[config.mk]
export PLATFORM = sky130hd
export DESIGN_NAME = atop_filter
export DESIGN_NICKNAME = d
export VERILOG_FILES = /design/src/rtl/axi_pkg.sv /design/src/rtl/atop_filter_pkg.sv /design/src/rtl/write_burst_tracker.sv /design/src/rtl/atop_write_ctrl.sv /design/src/rtl/atop_read_inject.sv /design/src/rtl/atop_filter.sv
export SDC_FILE = /design/constraint.sdc
export NUM_CORES = 1
export LEC_CHECK = 0
export BUFFER_PORTS_ARGS = -buffer_cell sky130_fd_sc_hd__buf_2
export CORE_AREA = 3 3 153 155
export CTS_BUF_LIST = sky130_fd_sc_hd__clkbuf_8
export DETAILED_ROUTE_END_ITERATION = 10
export DIE_AREA = 0 0 156 158
export MAX_ROUTING_LAYER = met4
export SYNTH_ARGS = -nofsm -noshare
export SYNTH_HDL_FRONTEND = slang
export SYNTH_SLANG_ARGS = --single-unit
[constraint.sdc]
create_clock -name clk_i -period 6.4 [get_ports clk_i]
set_clock_uncertainty 0.2 [all_clocks]
set_input_delay 0.64 -clock clk_i [delete_from_list [all_inputs] [get_ports clk_i]]
set_output_delay 0.64 -clock clk_i [all_outputs]
set_load 0.1 [all_outputs]
[src/rtl/axi_pkg.sv]
package axi_pkg;

  // Field widths
  localparam int unsigned IdWidth   = 4;
  localparam int unsigned AddrWidth = 32;
  localparam int unsigned DataWidth = 32;
  localparam int unsigned LenWidth  = 8;
  localparam int unsigned AtopWidth = 6;

  // Vector types with a meaning of their own
  typedef logic [IdWidth-1:0]   id_t;
  typedef logic [LenWidth-1:0]  len_t;
  typedef logic [DataWidth-1:0] data_t;
  typedef logic [1:0]           resp_t;

  // Response codes
  localparam resp_t RespOkay   = 2'b00;
  localparam resp_t RespSlverr = 2'b10;

  // Atop[5:4] encoding for a plain write
  localparam logic [1:0] AtopNone = 2'b00;
  // Atop bit that asks for read data as well
  localparam int unsigned AtopRResp = 5;

  // Write address channel
  typedef struct packed {
    id_t                  id;
    logic [AddrWidth-1:0] addr;
    len_t                 len;
    logic [2:0]           size;
    logic [1:0]           burst;
    logic [AtopWidth-1:0] atop;
  } aw_chan_t;

  // Write data channel, one strobe bit per byte
  typedef struct packed {
    data_t                  data;
    logic [DataWidth/8-1:0] strb;
    logic                   last;
  } w_chan_t;

  // Write response channel
  typedef struct packed {
    id_t   id;
    resp_t resp;
  } b_chan_t;

  // Read address channel
  typedef struct packed {
    id_t                  id;
    logic [AddrWidth-1:0] addr;
    len_t                 len;
    logic [2:0]           size;
    logic [1:0]           burst;
  } ar_chan_t;

  // Read data channel
  typedef struct packed {
    id_t   id;
    data_t data;
    resp_t resp;
    logic  last;
  } r_chan_t;

  // Manager to subordinate
  typedef struct packed {
    aw_chan_t aw;
    logic     aw_valid;
    w_chan_t  w;
    logic     w_valid;
    logic     b_ready;
    ar_chan_t ar;
    logic     ar_valid;
    logic     r_ready;
  } axi_req_t;

  // Subordinate to manager
  typedef struct packed {
    logic    aw_ready;
    logic    w_ready;
    b_chan_t b;
    logic    b_valid;
    logic    ar_ready;
    r_chan_t r;
    logic    r_valid;
  } axi_resp_t;

endpackage

[src/rtl/atop_filter_pkg.sv]
package atop_filter_pkg;

  // Most AWs downstream still waiting for their W burst
  localparam int unsigned MaxWriteTxns = 4;
  // Holds MaxWriteTxns and all ones stands for minus one
  localparam int unsigned CntWidth = 3;

  // Outstanding AW count with underflow marker
  typedef struct packed {
    logic                underflow;
    logic [CntWidth-1:0] cnt;
  } w_cnt_t;

  // What the read injector needs to answer an atomic AW
  typedef struct packed {
    axi_pkg::id_t  id;
    axi_pkg::len_t len;
  } r_inject_cmd_t;

  // Write side FSM
  typedef enum logic [2:0] {
    W_RESET, W_FEEDTHROUGH, BLOCK_AW, ABSORB_W, HOLD_B, INJECT_B, WAIT_R
  } w_state_e;

  // Read side FSM
  typedef enum logic [1:0] {
    R_RESET, R_FEEDTHROUGH, INJECT_R, R_HOLD
  } r_state_e;

endpackage

[src/rtl/write_burst_tracker.sv]
`timescale 1ns/10ps

module write_burst_tracker (
  input  logic clk_i,
  input  logic rst_ni,
  input  logic aw_fire_i,
  input  logic w_last_fire_i,
  output logic aw_pending_o,
  output logic w_ahead_o,
  output logic aw_allowed_o
);

  import atop_filter_pkg::*;

  w_cnt_t w_cnt_d, w_cnt_q;

  // Up on AW, down on completed W burst
  always_comb begin
    w_cnt_d = w_cnt_q;
    if (aw_fire_i) begin
      w_cnt_d.cnt = w_cnt_d.cnt + CntWidth'(1);
    end
    if (w_last_fire_i) begin
      w_cnt_d.cnt = w_cnt_d.cnt - CntWidth'(1);
    end
    // Back to zero from minus one clears the flag
    if (w_cnt_q.underflow && (w_cnt_d.cnt == '0)) begin
      w_cnt_d.underflow = 1'b0;
    // Wrap from zero to all ones marks a W burst ahead of its AW
    end else if ((w_cnt_q.cnt == '0) && (&w_cnt_d.cnt)) begin
      w_cnt_d.underflow = 1'b1;
    end
  end

  always_ff @(posedge clk_i or negedge rst_ni) begin
    if (!rst_ni) begin
      w_cnt_q <= '0;
    end else begin
      w_cnt_q <= w_cnt_d;
    end
  end

  // Some AW downstream still misses W beats
  assign aw_pending_o = !w_cnt_q.underflow && (w_cnt_q.cnt != '0);
  // A complete W burst went down before its AW
  assign w_ahead_o    = w_cnt_q.underflow && (&w_cnt_q.cnt);
  // Room for one more AW
  assign aw_allowed_o = w_ahead_o || (w_cnt_q.cnt < CntWidth'(MaxWriteTxns));

endmodule

[src/rtl/atop_write_ctrl.sv]
`timescale 1ns/10ps

module atop_write_ctrl (
  input  logic                          clk_i,
  input  logic                          rst_ni,
  // Slave port AW, W and B
  input  axi_pkg::aw_chan_t             slv_aw_i,
  input  logic                          slv_aw_valid_i,
  input  logic                          slv_w_valid_i,
  input  logic                          slv_w_last_i,
  input  logic                          slv_b_ready_i,
  // Master port handshakes and B
  input  logic                          mst_aw_ready_i,
  input  logic                          mst_w_ready_i,
  input  logic                          mst_b_valid_i,
  input  axi_pkg::b_chan_t              mst_b_i,
  // Burst tracker status
  input  logic                          aw_pending_i,
  input  logic                          w_ahead_i,
  input  logic                          aw_allowed_i,
  // Read injector busy
  input  logic                          r_pending_i,
  output logic                          mst_aw_valid_o,
  output logic                          mst_w_valid_o,
  output logic                          mst_b_ready_o,
  output logic                          slv_aw_ready_o,
  output logic                          slv_w_ready_o,
  output logic                          slv_b_valid_o,
  output axi_pkg::b_chan_t              slv_b_o,
  // Strobes to the burst tracker
  output logic                          aw_fire_o,
  output logic                          w_last_fire_o,
  // Command to the read injector
  output logic                          r_cmd_push_o,
  output atop_filter_pkg::r_inject_cmd_t r_cmd_o
);

  import axi_pkg::*;
  import atop_filter_pkg::*;

  w_state_e w_state_d, w_state_q;
  id_t      id_q;
  logic     aw_absorb;
  logic     aw_is_atop;
  logic     slv_w_last_beat;
  w_state_e w_done_state;

  assign aw_is_atop      = slv_aw_valid_i && (slv_aw_i.atop[5:4] != AtopNone);
  assign slv_w_last_beat = slv_w_valid_i && slv_w_last_i;
  // After the last absorbed beat, let a stalled forwarded B go first
  assign w_done_state    = (mst_b_valid_i && !slv_b_ready_i) ? HOLD_B : INJECT_B;

  always_comb begin
    // AW and W closed by default
    mst_aw_valid_o = 1'b0;
    slv_aw_ready_o = 1'b0;
    mst_w_valid_o  = 1'b0;
    slv_w_ready_o  = 1'b0;
    // B passes through unless injecting
    mst_b_ready_o  = slv_b_ready_i;
    slv_b_valid_o  = mst_b_valid_i;
    slv_b_o        = mst_b_i;
    aw_absorb      = 1'b0;
    w_state_d      = w_state_q;

    unique case (w_state_q)
      W_RESET: begin
        w_state_d = W_FEEDTHROUGH;
      end

      W_FEEDTHROUGH: begin
        // Admit AWs only below the outstanding limit
        if (aw_allowed_i) begin
          mst_aw_valid_o = slv_aw_valid_i;
          slv_aw_ready_o = mst_aw_ready_i;
        end
        // W may go if downstream waits for it, or a plain AW is on its way
        // and no complete W burst already sits ahead of its AW
        if (aw_pending_i ||
            (slv_aw_valid_i && (slv_aw_i.atop[5:4] == AtopNone) && !w_ahead_i)) begin
          mst_w_valid_o = slv_w_valid_i;
          slv_w_ready_o = mst_w_ready_i;
        end
        // Atomic AW is swallowed here
        if (aw_is_atop) begin
          mst_aw_valid_o = 1'b0;
          slv_aw_ready_o = 1'b1;
          aw_absorb      = 1'b1;
          if (aw_pending_i) begin
            // Earlier W bursts must drain first
            w_state_d = BLOCK_AW;
          end else begin
            // Nothing owed downstream, absorb right away
            mst_w_valid_o = 1'b0;
            slv_w_ready_o = 1'b1;
            w_state_d     = slv_w_last_beat ? w_done_state : ABSORB_W;
          end
        end
      end

      BLOCK_AW: begin
        if (aw_pending_i) begin
          // Let outstanding bursts finish
          mst_w_valid_o = slv_w_valid_i;
          slv_w_ready_o = mst_w_ready_i;
        end else begin
          // Next W burst belongs to the atomic AW
          slv_w_ready_o = 1'b1;
          w_state_d     = slv_w_last_beat ? w_done_state : ABSORB_W;
        end
      end

      ABSORB_W: begin
        // Swallow beats without back-pressure
        slv_w_ready_o = 1'b1;
        if (slv_w_last_beat) begin
          w_state_d = w_done_state;
        end
      end

      HOLD_B: begin
        // Wait for the forwarded B to be taken
        if (mst_b_valid_i && slv_b_ready_i) begin
          w_state_d = INJECT_B;
        end
      end

      INJECT_B: begin
        // Own error response, forwarded B paused
        mst_b_ready_o = 1'b0;
        slv_b_o       = '{id: id_q, resp: RespSlverr};
        slv_b_valid_o = 1'b1;
        if (slv_b_ready_i) begin
          w_state_d = r_pending_i ? WAIT_R : W_FEEDTHROUGH;
        end
      end

      WAIT_R: begin
        // Injected R burst must finish before new writes
        if (!r_pending_i) begin
          w_state_d = W_FEEDTHROUGH;
        end
      end

      default: begin
        w_state_d = W_RESET;
      end
    endcase
  end

  always_ff @(posedge clk_i or negedge rst_ni) begin
    if (!rst_ni) begin
      w_state_q <= W_RESET;
    end else begin
      w_state_q <= w_state_d;
    end
  end

  // ID of the absorbed atomic AW, used for B and R
  always_ff @(posedge clk_i) begin
    if (aw_absorb) begin
      id_q <= slv_aw_i.id;
    end
  end

  // Master port handshakes for the tracker
  assign aw_fire_o     = mst_aw_valid_o && mst_aw_ready_i;
  assign w_last_fire_o = mst_w_valid_o && mst_w_ready_i && slv_w_last_i;

  // Read data wanted only for some ATOPs
  assign r_cmd_push_o = aw_absorb && slv_aw_i.atop[AtopRResp];
  assign r_cmd_o      = '{id: slv_aw_i.id, len: slv_aw_i.len};

endmodule

[src/rtl/atop_read_inject.sv]
`timescale 1ns/10ps

module atop_read_inject (
  input  logic                           clk_i,
  input  logic                           rst_ni,
  input  logic                           r_cmd_push_i,
  input  atop_filter_pkg::r_inject_cmd_t r_cmd_i,
  input  axi_pkg::r_chan_t               mst_r_i,
  input  logic                           mst_r_valid_i,
  input  logic                           slv_r_ready_i,
  output axi_pkg::r_chan_t               slv_r_o,
  output logic                           slv_r_valid_o,
  output logic                           mst_r_ready_o,
  output logic                           r_pending_o
);

  import axi_pkg::*;
  import atop_filter_pkg::*;

  r_state_e      r_state_d, r_state_q;
  r_inject_cmd_t cmd_q;
  logic          cmd_valid_d, cmd_valid_q;
  len_t          beats_d, beats_q;

  always_comb begin
    // Feed R through by default
    slv_r_o       = mst_r_i;
    slv_r_valid_o = mst_r_valid_i;
    mst_r_ready_o = slv_r_ready_i;
    beats_d       = beats_q;
    r_state_d     = r_state_q;
    // New command arms, last injected beat disarms
    cmd_valid_d   = cmd_valid_q | r_cmd_push_i;

    unique case (r_state_q)
      R_RESET: begin
        r_state_d = R_FEEDTHROUGH;
      end

      R_FEEDTHROUGH: begin
        if (mst_r_valid_i && !slv_r_ready_i) begin
          // Forwarded beat stalled, it must finish first
          r_state_d = R_HOLD;
        end else if (cmd_valid_q) begin
          // No ordering against other IDs, start at once
          beats_d   = cmd_q.len;
          r_state_d = INJECT_R;
        end
      end

      INJECT_R: begin
        mst_r_ready_o = 1'b0;
        slv_r_o       = '0;
        slv_r_o.id    = cmd_q.id;
        slv_r_o.resp  = RespSlverr;
        slv_r_o.last  = (beats_q == '0);
        slv_r_valid_o = 1'b1;
        if (slv_r_ready_i) begin
          if (beats_q == '0) begin
            cmd_valid_d = 1'b0;
            r_state_d   = R_FEEDTHROUGH;
          end else begin
            beats_d = beats_q - len_t'(1);
          end
        end
      end

      R_HOLD: begin
        if (mst_r_valid_i && slv_r_ready_i) begin
          r_state_d = R_FEEDTHROUGH;
        end
      end

      default: begin
        r_state_d = R_RESET;
      end
    endcase
  end

  always_ff @(posedge clk_i or negedge rst_ni) begin
    if (!rst_ni) begin
      r_state_q   <= R_RESET;
      cmd_valid_q <= 1'b0;
      beats_q     <= '0;
    end else begin
      r_state_q   <= r_state_d;
      cmd_valid_q <= cmd_valid_d;
      beats_q     <= beats_d;
    end
  end

  // One-entry command store
  always_ff @(posedge clk_i) begin
    if (r_cmd_push_i) begin
      cmd_q <= r_cmd_i;
    end
  end

  assign r_pending_o = cmd_valid_q;

endmodule

[src/rtl/atop_filter.sv]
`timescale 1ns/10ps

module atop_filter (
  input  logic               clk_i,
  input  logic               rst_ni,
  // Manager side
  input  axi_pkg::axi_req_t  slv_req_i,
  output axi_pkg::axi_resp_t slv_resp_o,
  // Subordinate side
  output axi_pkg::axi_req_t  mst_req_o,
  input  axi_pkg::axi_resp_t mst_resp_i
);

  import axi_pkg::*;
  import atop_filter_pkg::*;

  // Write controller handshakes
  logic          mst_aw_valid, mst_w_valid, mst_b_ready;
  logic          slv_aw_ready, slv_w_ready, slv_b_valid;
  b_chan_t       slv_b;
  // Tracker strobes and status
  logic          aw_fire, w_last_fire;
  logic          aw_pending, w_ahead, aw_allowed;
  // Read injection
  logic          r_cmd_push, r_pending;
  r_inject_cmd_t r_cmd;
  r_chan_t       slv_r;
  logic          slv_r_valid, mst_r_ready;

  write_burst_tracker u_write_burst_tracker (
    .clk_i         (clk_i),
    .rst_ni        (rst_ni),
    .aw_fire_i     (aw_fire),
    .w_last_fire_i (w_last_fire),
    .aw_pending_o  (aw_pending),
    .w_ahead_o     (w_ahead),
    .aw_allowed_o  (aw_allowed)
  );

  atop_write_ctrl u_atop_write_ctrl (
    .clk_i          (clk_i),
    .rst_ni         (rst_ni),
    .slv_aw_i       (slv_req_i.aw),
    .slv_aw_valid_i (slv_req_i.aw_valid),
    .slv_w_valid_i  (slv_req_i.w_valid),
    .slv_w_last_i   (slv_req_i.w.last),
    .slv_b_ready_i  (slv_req_i.b_ready),
    .mst_aw_ready_i (mst_resp_i.aw_ready),
    .mst_w_ready_i  (mst_resp_i.w_ready),
    .mst_b_valid_i  (mst_resp_i.b_valid),
    .mst_b_i        (mst_resp_i.b),
    .aw_pending_i   (aw_pending),
    .w_ahead_i      (w_ahead),
    .aw_allowed_i   (aw_allowed),
    .r_pending_i    (r_pending),
    .mst_aw_valid_o (mst_aw_valid),
    .mst_w_valid_o  (mst_w_valid),
    .mst_b_ready_o  (mst_b_ready),
    .slv_aw_ready_o (slv_aw_ready),
    .slv_w_ready_o  (slv_w_ready),
    .slv_b_valid_o  (slv_b_valid),
    .slv_b_o        (slv_b),
    .aw_fire_o      (aw_fire),
    .w_last_fire_o  (w_last_fire),
    .r_cmd_push_o   (r_cmd_push),
    .r_cmd_o        (r_cmd)
  );

  atop_read_inject u_atop_read_inject (
    .clk_i         (clk_i),
    .rst_ni        (rst_ni),
    .r_cmd_push_i  (r_cmd_push),
    .r_cmd_i       (r_cmd),
    .mst_r_i       (mst_resp_i.r),
    .mst_r_valid_i (mst_resp_i.r_valid),
    .slv_r_ready_i (slv_req_i.r_ready),
    .slv_r_o       (slv_r),
    .slv_r_valid_o (slv_r_valid),
    .mst_r_ready_o (mst_r_ready),
    .r_pending_o   (r_pending)
  );

  // Downstream request, atop always cleared
  always_comb begin
    mst_req_o.aw       = slv_req_i.aw;
    mst_req_o.aw.atop  = '0;
    mst_req_o.aw_valid = mst_aw_valid;
    mst_req_o.w        = slv_req_i.w;
    mst_req_o.w_valid  = mst_w_valid;
    mst_req_o.b_ready  = mst_b_ready;
    // AR untouched
    mst_req_o.ar       = slv_req_i.ar;
    mst_req_o.ar_valid = slv_req_i.ar_valid;
    mst_req_o.r_ready  = mst_r_ready;
  end

  // Upstream response
  always_comb begin
    slv_resp_o.aw_ready = slv_aw_ready;
    slv_resp_o.w_ready  = slv_w_ready;
    slv_resp_o.b        = slv_b;
    slv_resp_o.b_valid  = slv_b_valid;
    slv_resp_o.ar_ready = mst_resp_i.ar_ready;
    slv_resp_o.r        = slv_r;
    slv_resp_o.r_valid  = slv_r_valid;
  end

endmodule

# After elaboration in Yosys (flattened, before gate mapping)
# Cells that the tools add are included.
# classes
shifts	0
reduce_logical	37
multipliers	0
order_cmp	1
n_eq_ne	22
n_addsub	3
n_div	0
bitwise_logic	1
muxes	53
# op_table
cell	n
$mux 39	1
$mux 3	11
$mux 8	4
$mux 1	26
$pmux 3 s7	1
$logic_and 1x1->1	16
$pmux 8 s2	1
$ne 2x1->1 const B	6
$ne 2x2->1 const B	6
$mux 2	5
$eq 3x3->1 const B	3
$logic_not 3->1	3
$logic_not 8->1	1
$pmux 2 s4	1
$sub 8x1->8 const B	1
$eq 3x2->1 const B	2
$mux 6	1
$reduce_and 3->1	2
$reduce_and 6->1	1
$reduce_bool 2->1	3
$reduce_and 5->1	1
$eq 2x2->1 const B	2
$logic_not 1->1	4
$logic_not 2->1	2
12 further kinds	13
# word_totals
output_inout_bits	196
mem_bits_ro	0
in_bits	198
register_bits	34
word_cells	126
n_memories	0
ram_bits	0
latchBits	0

# Longest topological paths before layout
# Gate-level depths: netlist of run 1.
# depth
word_depth	16
depth_mapped	10
depth_no_buf	10

# Modules after synthesis
# From an unflattened synthesis of run 1, not the netlist that was laid out.
# unflattened
cells_unflattened	415
area_unflattened_um2	3579.7
# by_module_without_submodules
mod	seq_area_each_um2	cells_per_inst	n_inst	area_per_inst_um2
atop_read_inject	635.6	149	1	1422.6
atop_filter	0.0	152	1	1137.3
atop_write_ctrl	195.2	90	1	754.5
write_burst_tracker	100.1	24	1	265.3

# Worst setup path before layout of run 1
# Ideal clock, no wire load.
# synth_timing
path_kind	reg-to-output
start	reg u_atop_read_inject.beats_q[3]
end	out slv_resp_o[1] in the netlist's numbering
n_path_buf	0
path_slack_ns	1.919
path_stages_with_launch	4
t_required_ns	5.560
t_arrival_ns	3.641
cell_sequence	dfrtp_1 or4_4 or4b_4 o21ai_0
# synth_rtl
item	line	source
start: declaration	atop_read_inject.sv:23	len_t beats_d, beats_q;
start signal: assignment	atop_read_inject.sv:88	beats_q <= beats_d;
end: declaration	atop_filter.sv:8	output axi_pkg::axi_resp_t slv_resp_o,

==> impl_metrics.ini, run 1 <==
[cells_and_area]
fin_area_sq_um = 3300
areaGrowthSynthToFinish_pct = -1.49
fin_cells = 661
antenna_cells = 0
drive_gt1_frac = 0.415
fin_util = 0.150
nFillCells = 2494
layout.nets = 584

[yosys]
synth_common_cells = buf_4 (151), and2_1 (38), nand2_1 (26)
synth-main-ff-cell = dfrtp_1
syn-cell-area_sq_um = 3350
yosysTopAreaCell = buf_4
synth-seq-area-share = 0.278
yosysTopAreaCellShare = 0.338
synth_most_common_cell = buf_4
ys_types = 50
synthArstFlopShare = 0.529
yosys_warnings = 0
synth.area.top_cells = buf_4 (34%), edfxtp_1 (14%), dfrtp_1 (13%), and2_1 (7.1%), nand2_1 (2.9%)
synth-seq-cells = 34
netlist_instances = 396
syn_area_per_cell_sq_um = 8.46
synth-edff-count = 16

[global_routing]
grt_pass1_wl_mm = 15.8
grt_max_degree = 56
grt_pass1_vias = 2298
antenna_found_initial = 1
overflow = 0
gr-usage-all-layers = 0.0901

[floorplan]
pin_count = 394
core-area_sq_um = 22000
fp-row-count = 54
die_area_sq_um = 24600
die_x_um = 156
start_util = 0.153
die_h_um = 158

[route]
ant_nets = 0
post_drt_wl_per_cell_um = 17.8
vias = 2467
finalWirelength_mm = 11.8
drc_errors = 0
detail_route.first_pass.iterations = 4
via_per_inst = 3.73
drtIter0Drc = 136

[sta]
worst_slack_ps = 3040
max_freq_mhz = 297
drv_slew = 0
setup_violations = 0
holdWs_ps = 87.8
period_needed_ps = 3360
period_share = 0.526
fin_tns_setup_ps = 0
hold_viol_final = 0
rsz0062_at_grt = no
worst_pin_slew_ps = 881
slew_headroom = 0.412

[clock_tree]
clkLatencyLatePin_ps = 280
clockBufferDepth = 2
cts.clk_slew.worst_paths_ps = 80
clockRootBuffer = clkbuf_8
postCtsSetupRepairBufs = 0
cts.sinks = 34
cts_tree = built
cts_resized = 0
cts_made_buffers = 5
htreeDepth = 2
cts_hold_buf = 0

[placement]
hpwl_mm = 10.0
place_area_sq_um = 3220
portBuffers = 135
dp_worst_setup_slack_ps = 3330
placedCellCount = 653
place_congestion = 0.753

[flow_run]
drv_cap = 0

[critical_path]
worst-path-buf-inv = 1
required_ps = 5560
endpoint_kind = output pin
slowest_stage = dfrtp_1
startpoint_type = register
cpPeakStageDelay_ps = 550
arrival_ps = 2520
worstSetupPathType = register to output pin
crit_chain = nor2b_1, nand2_1, nor2_1, a221oi_1, nor3_1, buf_2
path_max_fanout = 14
crit_family = simple AND/OR/NAND/NOR gates

[pwr]
seq_power_share = 0.190
power.switching_mw = 1.33
power.leakage_nw = 1.50
p_per_area_nw_per_um2 = 604
power_mw = 2.00
vdd_drop_max_uv = 287
comb_power_share = 0.732
p_int_uw = 670
pwr-share-clk = 0.078
p_sw_frac = 0.664

[worst_hold_path]
hp-class = primary input to asynchronous set/reset pin

[status]
status = complete, no violations
cell families after synthesis:
logic type      count (synthesis)  share of synthesized area
buf+inv                       170                      0.362
mux                             9                     0.0287
compound gates                 56                      0.110
fa+ha+maj                       6                     0.0224
other cells                     1                    0.00112
flops                          34                      0.278
xor+xnor                        3                    0.00784
simple gates                  117                      0.191
path summary, 6_finish.rpt:
kind / to / slack, ps / from / cells past startpoint
min in group clk_i: u_atop_read_inject.beats_q[0] / 280 / u_atop_read_inject.cmd_q[0] / 2
worst min-delay path: u_write_burst_tracker.w_cnt_q[1] / 90 / rst_ni / 1
worst max-delay path: slv_resp_o[48] / 3040 / u_atop_write_ctrl.w_state_q[0] / 6
worst min register to register: u_atop_read_inject.beats_q[0] / 280 / u_atop_read_inject.cmd_q[0] / 2
worst max register to register: u_atop_read_inject.beats_q[3] / 3730 / u_atop_read_inject.beats_q[3] / 5
max in group asynchronous: u_atop_read_inject.beats_q[4] / 5600 / rst_ni / 1
area by class of cell:
type                    instances  area [sq um]  area share
inverters                       6          22.5     0.00682
clock buffers                   5          68.8      0.0208
multi-input cells             197          1230       0.372
repair buffers                136           683       0.207
well taps                     280           350       0.106
clock inverters                 3          16.3     0.00493
flip-flops and latches         34           931       0.282
power groups by stage:
stage | Combinational [mW] | Clock [mW] | Sequential [mW]
3_3_place_gp | 1.46 | 0 | 0.382
4_1_cts | 1.47 | 0.169 | 0.379
5_1_grt | 1.55 | 0.177 | 0.393
3_5_place_dp | 1.47 | 0 | 0.383
2_1_floorplan | 1.66 | 0 | 0.348
6_report | 1.46 | 0.156 | 0.378
registers in the layout (all words and copies together) (netlist names):
| signal | count |
|---|---|
| u_atop_write_ctrl.id_q | 4 |
| u_atop_read_inject.r_state_q | 2 |
| u_atop_write_ctrl.w_state_q | 3 |
| u_atop_read_inject.cmd_q | 12 |
| u_write_burst_tracker.w_cnt_q | 4 |
| u_atop_read_inject.r_pending_o | 1 |
| u_atop_read_inject.beats_q | 8 |
per-layer routing:
metal	GRT usage	share of wire	routed length (um)	up-vias
li1	-	-	-	1131
met1	0.0937	0.34	4060	1080
met2	0.128	0.44	5130	210
met3	0.0590	0.17	2010	46
met4	0.0505	0.049	582	0
met5	-	0	0	-
cells in the final DEF (no fill, tap or decap), types with 2 or more instances in the layout:
cell type,synthesis,layout
conb_1,1,6
nor2b_1,6,6
mux2_2,5,5
buf_2,0,135
clkbuf_8,0,5
ha_1,6,6
o21ai_0,13,13
nand2_1,26,26
nand4_1,2,2
a21oi_1,17,17
and3_1,3,3
o31ai_1,2,2
nor2_1,15,15
mux2i_1,4,4
nor3_1,5,5
or3_1,2,2
o22ai_1,2,2
o21ai_2,2,2
a31oi_1,3,3
inv_1,6,6
nand3_1,2,2
nor4_1,3,3
o21ai_1,2,2
nor3b_1,2,2
xor2_1,2,2
nand2b_1,8,7
and2_1,38,38
dfrtp_1,18,18
edfxtp_1,16,16
a211oi_1,2,2
Note: power is estimated with default switching activity, not from simulation.
==> run 2, diff against run 1 <==
==> constraint.sdc (replaced) <==
create_clock -name clk_i -period 3.25 [get_ports clk_i]
set_clock_uncertainty 0.2 [all_clocks]
set_input_delay 0.325 -clock clk_i [delete_from_list [all_inputs] [get_ports clk_i]]
set_output_delay 0.325 -clock clk_i [all_outputs]
set_load 0.1 [all_outputs]
==> impl_metrics.ini, run 2 (synthesized netlist as in run 1, its figures left out) <==
[status]
status = complete, no violations

[global_routing]
antenna_found_initial = 3
grt_pass1_wl_mm = 16.2
grt_max_degree = 47
overflow = 0
grt_pass1_vias = 2361
gr-usage-all-layers = 0.0933

[pwr]
vdd_drop_max_uv = 631
power.leakage_nw = 1.53
power.switching_mw = 2.62
p_sw_frac = 0.649
comb_power_share = 0.722
p_per_area_nw_per_um2 = 1200
seq_power_share = 0.187
pwr-share-clk = 0.092
p_int_mw = 1.42

[placement]
place_congestion = 0.763
hpwl_mm = 10.4
dp_worst_setup_slack_ps = 577
portBuffers = 135
place_area_sq_um = 3240
placedCellCount = 656

[sta]
worst_slack_ps = 272
slew_headroom = 0.410
drv_slew = 0
worst_pin_slew_ps = 885
period_share = 0.916
holdWs_ps = 28.3
period_needed_ps = 2980
hold_viol_final = 0
fin_tns_setup_ps = 0
rsz0062_at_grt = no
max_freq_mhz = 336
setup_violations = 0

[cells_and_area]
nFillCells = 2485
largest_reg_flops = 12
layout_commonest_cell = buf_2
layout.nets = 588
biggestRegsByFlops = u_atop_read_inject.cmd_q (12), u_atop_read_inject.beats_q (8)
areaGrowthSynthToFinish_pct = 0.373
fin_area_sq_um = 3360
top_register = u_atop_read_inject.cmd_q
fin_cells = 667
mostFrequentLayoutCells = buf_2 (135), and2_1 (38), nand2_1 (26), dfrtp_1 (18), a21oi_1 (17)
register_area_sq_um = 931
drive_gt1_frac = 0.418
multi_input_area_sq_um = 1230

[floorplan]
die_x_um = 156
core-area_sq_um = 22000
pin_count = 394
fp-row-count = 54
die_area_sq_um = 24600
die_h_um = 158
start_util = 0.153

[critical_path]
regToRegStartpoint = u_atop_read_inject.beats_q[3]
reg2reg_depth = 5
r2r_slack_ps = 620
required_ps = 2720
path_max_fanout = 7
endpoint_kind = output pin
arrival_ps = 2450
rr_endpoint = u_atop_read_inject.beats_q[3]
startpoint = u_atop_read_inject.beats_q[3]
worstSetupPathType = register to output pin
startpoint_type = register

[route]
vias = 2467
detail_route.first_pass.iterations = 4
finalWirelength_mm = 12.3
drtIter0Drc = 114
post_drt_wl_per_cell_um = 18.4
drc_errors = 0
via_per_inst = 3.70
ant_nets = 0

[clock_tree]
htreeDepth = 2
cts_resized = 0
cts_tree = built
postCtsSetupRepairBufs = 0
clkLatencyLatePin_ps = 280
cts_made_buffers = 5
clockRootBuffer = clkbuf_8
cts_hold_buf = 1
clockBufferDepth = 2
cts.clk_slew.worst_paths_ps = 70
cts.sinks = 34

[worst_hold_path]
hold-path-endpoint = u_atop_read_inject.cmd_q[3]
hold_depth = 1
min_from = slv_req_i[105]
hp-class = primary input to register

[flow_run]
drv_cap = 0
==> run 2: layout make-up <==
| type | instances | area share |
|---|---|---|
| Multi-Input combinational cell | 197 | 0.367 |
| Antenna cell | 2 | 0.00149 |
| Sequential cell | 34 | 0.277 |
| Tap cell | 280 | 0.104 |
| Timing Repair Buffer | 140 | 0.213 |
| Clock inverter | 3 | 0.0112 |
| Clock buffer | 5 | 0.0205 |
| Inverter | 6 | 0.00669 |
==> run 2: power groups by stage <==
stage | sequential, mW | clock (mW) | combinational, mW
3_5_place_dp | 0.758 | 0 | 2.93
3_3_place_gp | 0.754 | 0 | 2.92
4_1_cts | 0.749 | 0.391 | 2.94
5_1_grt | 0.773 | 0.403 | 3.10
2_1_floorplan | 0.685 | 0 | 3.27
6_report | 0.753 | 0.370 | 2.91
==> run 2: worst max-delay path by stage <==
| stage | cells past startpoint | to | slack, ps |
|---|---|---|---|
| after global routing | 4 | slv_resp_o[1] | 190 |
| final | 4 | slv_resp_o[1] | 270 |
| after CTS | 4 | slv_resp_o[1] | 250 |
| after detailed placement | 4 | slv_resp_o[1] | 580 |
| after global placement | 4 | slv_resp_o[1] | 580 |
| after floorplan | 3 | slv_resp_o[1] | 370 |
==> run 2: metal layers <==
metal	vias up	part of all wire	GRT usage
li1	1142	-	-
met1	1076	0.32	0.0871
met2	203	0.46	0.141
met3	46	0.17	0.0678
met4	0	0.044	0.0509
met5	-	0	-
==> run 2: worst max-delay path: stages, from the launching register on <==
cell	delay [ps]
dfrtp_1	450
or4_4	590
or4b_4	570
o21ai_2	120
buf_2	450
==> run 2: stage by stage <==
step	utilization	power, mW
2_1_floorplan	-	3.96
3_3_place_gp	0.148	3.67
3_5_place_dp	0.148	3.69
4_1_cts	0.153	4.08
5_1_grt	0.153	4.27
6_report	0.153	4.03
==> run 3, diff against run 2 <==
--- a/config.mk
+++ b/config.mk
@@ -6,10 +6,10 @@
 export NUM_CORES = 1
 export LEC_CHECK = 0
 export BUFFER_PORTS_ARGS = -buffer_cell sky130_fd_sc_hd__buf_2
-export CORE_AREA = 3 3 153 155
+export CORE_AREA = 2 2 152 154
 export CTS_BUF_LIST = sky130_fd_sc_hd__clkbuf_8
 export DETAILED_ROUTE_END_ITERATION = 10
-export DIE_AREA = 0 0 156 158
+export DIE_AREA = 0 0 154 156
 export MAX_ROUTING_LAYER = met4
 export SYNTH_ARGS = -nofsm -noshare
 export SYNTH_HDL_FRONTEND = slang
==> impl_metrics.ini, run 3 (synthesized netlist as in run 1, its figures left out) <==
[sta]
period_needed_ps = 2980
hold_viol_final = 0
drv_slew = 0
setup_violations = 0
max_freq_mhz = 335
rsz0062_at_grt = no
worst_pin_slew_ps = 812
fin_tns_setup_ps = 0
period_share = 0.918
slew_headroom = 0.459

[cells_and_area]
drive_gt1_frac = 0.418
fin_cells = 669
areaGrowthSynthToFinish_pct = -0.597
mostFrequentLayoutCells = buf_2 (135), and2_1 (38), nand2_1 (26), dfrtp_1 (18), a21oi_1 (17)
layout.nets = 586
fin_util = 0.149
fin_area_sq_um = 3330
layout_commonest_cell = buf_2
largest_reg_flops = 12
top_register = u_atop_read_inject.cmd_q
biggestRegsByFlops = u_atop_read_inject.cmd_q (12), u_atop_read_inject.beats_q (8)
nFillCells = 2525

[route]
wl_met3_mm = 2.13
m1WireLength_mm = 4.16
vias = 2473
drc_errors = 0
detail_route.first_pass.iterations = 4
post_drt_wl_per_cell_um = 18.4
finalWirelength_mm = 12.3
drtIter0Drc = 115
wl_met2_mm = 5.49
via_per_inst = 3.70
highest_layer = met4
ant_nets = 0

[global_routing]
grt_pass1_vias = 2253
grt_pass1_wl_mm = 16.2
grt_max_degree = 46
gr-usage-all-layers = 0.0967
antenna_found_initial = 2
overflow = 0

[clock_tree]
clockBufferDepth = 2
clockRootBuffer = clkbuf_8
cts_made_buffers = 5
htreeDepth = 2
clkLatencyLatePin_ps = 280
postCtsSetupRepairBufs = 0
cts_resized = 0
cts.sinks = 34
cts.clk_slew.worst_paths_ps = 70
cts_tree = built

[worst_hold_path]
hold_depth = 1
hp-class = primary input to register
hold-path-endpoint = u_atop_read_inject.cmd_q[2]
min_from = slv_req_i[104]

[placement]
place_congestion = 0.747
place_area_sq_um = 3230
placedCellCount = 659
hpwl_mm = 10.4
portBuffers = 135

[floorplan]
die_area_sq_um = 24000
die_x_um = 154
start_util = 0.150
fp-row-count = 55
pin_count = 394
die_h_um = 156
core-area_sq_um = 22400

[pwr]
p_per_area_nw_per_um2 = 1180
power.leakage_nw = 1.51
vdd_drop_max_uv = 691

[critical_path]
regToRegStartpoint = u_atop_read_inject.beats_q[3]
rr_endpoint = u_atop_read_inject.beats_q[3]
reg2reg_depth = 5
r2r_slack_ps = 580
worstSetupPathType = register to output pin
required_ps = 2720
startpoint_type = register
path_max_fanout = 7
arrival_ps = 2460
endpoint_kind = output pin

[flow_run]
drv_cap = 0

[status]
status = complete, no violations
[run 3: cell types whose count changed in the layout (fill, tap and decap cells not counted), sizes merged]
cell,before,now
bufinv,1,0
buf,139,137
inv,7,6
clkinv,1,2
diode,2,1
clkinvlp,0,1
[run 3: power breakdown]
group,internal (mW),total [mW],switching (mW)
combinational,0.587,2.89,2.30
clock,0.147,0.301,0.155
sequential,0.591,0.755,0.164
total,1.32,3.94,2.62
[run 3: what timing repair did]
action,in CTS,in global routing
setup endpoints to repair,0,0
hold buffers,1,0
hold endpoints to repair,18,0
[run 3: cell type report]
class                   count  area, sq um  share of cell area
flip-flops and latches     34          931               0.279
multi-input cells         197         1230               0.370
clock inverters             3         16.3             0.00488
repair buffers            138          701               0.210
diodes                      1         2.50            0.000751
well taps                 285          357               0.107
clock buffers               5         68.8              0.0207
inverters                   6         22.5             0.00676
[run 3: stage by stage]
stage / setup WS, ps / power [mW] / hold WS, ps
5_1_grt: 183 / 4.19 / 15.0
2_1_floorplan: 374 / 3.96 / -171
6_report: 266 / 3.94 / 25.6
3_3_place_gp: 587 / 3.66 / 101
3_5_place_dp: 576 / 3.67 / 102
4_1_cts: 246 / 3.99 / 13.1
[run 3: critical path, stage by stage (launching register included)]
cell and delay (ps):
dfrtp_1 440, or4_4 590, or4b_4 570, o21ai_2 120, buf_2 450
[run 3: worst max path at each step]
stage	to	startpoint	cells past startpoint	slack, ps
after floorplan	slv_resp_o[1]	u_atop_read_inject.beats_q[3]	3	370
after global placement	slv_resp_o[1]	u_atop_read_inject.beats_q[3]	4	590
after detailed placement	slv_resp_o[1]	u_atop_read_inject.beats_q[3]	4	580
after CTS	slv_resp_o[1]	u_atop_read_inject.beats_q[3]	4	250
after global routing	slv_resp_o[1]	u_atop_read_inject.beats_q[3]	4	180
final	slv_resp_o[1]	u_atop_read_inject.beats_q[3]	4	270
[run 3: per-layer routing]
layer  global-route usage  vias to the layer above
li1                     -                     1136
met4               0.0476                        0
met1               0.0960                     1082
met5                    -                        -
met3               0.0661                       51
met2                0.145                      204
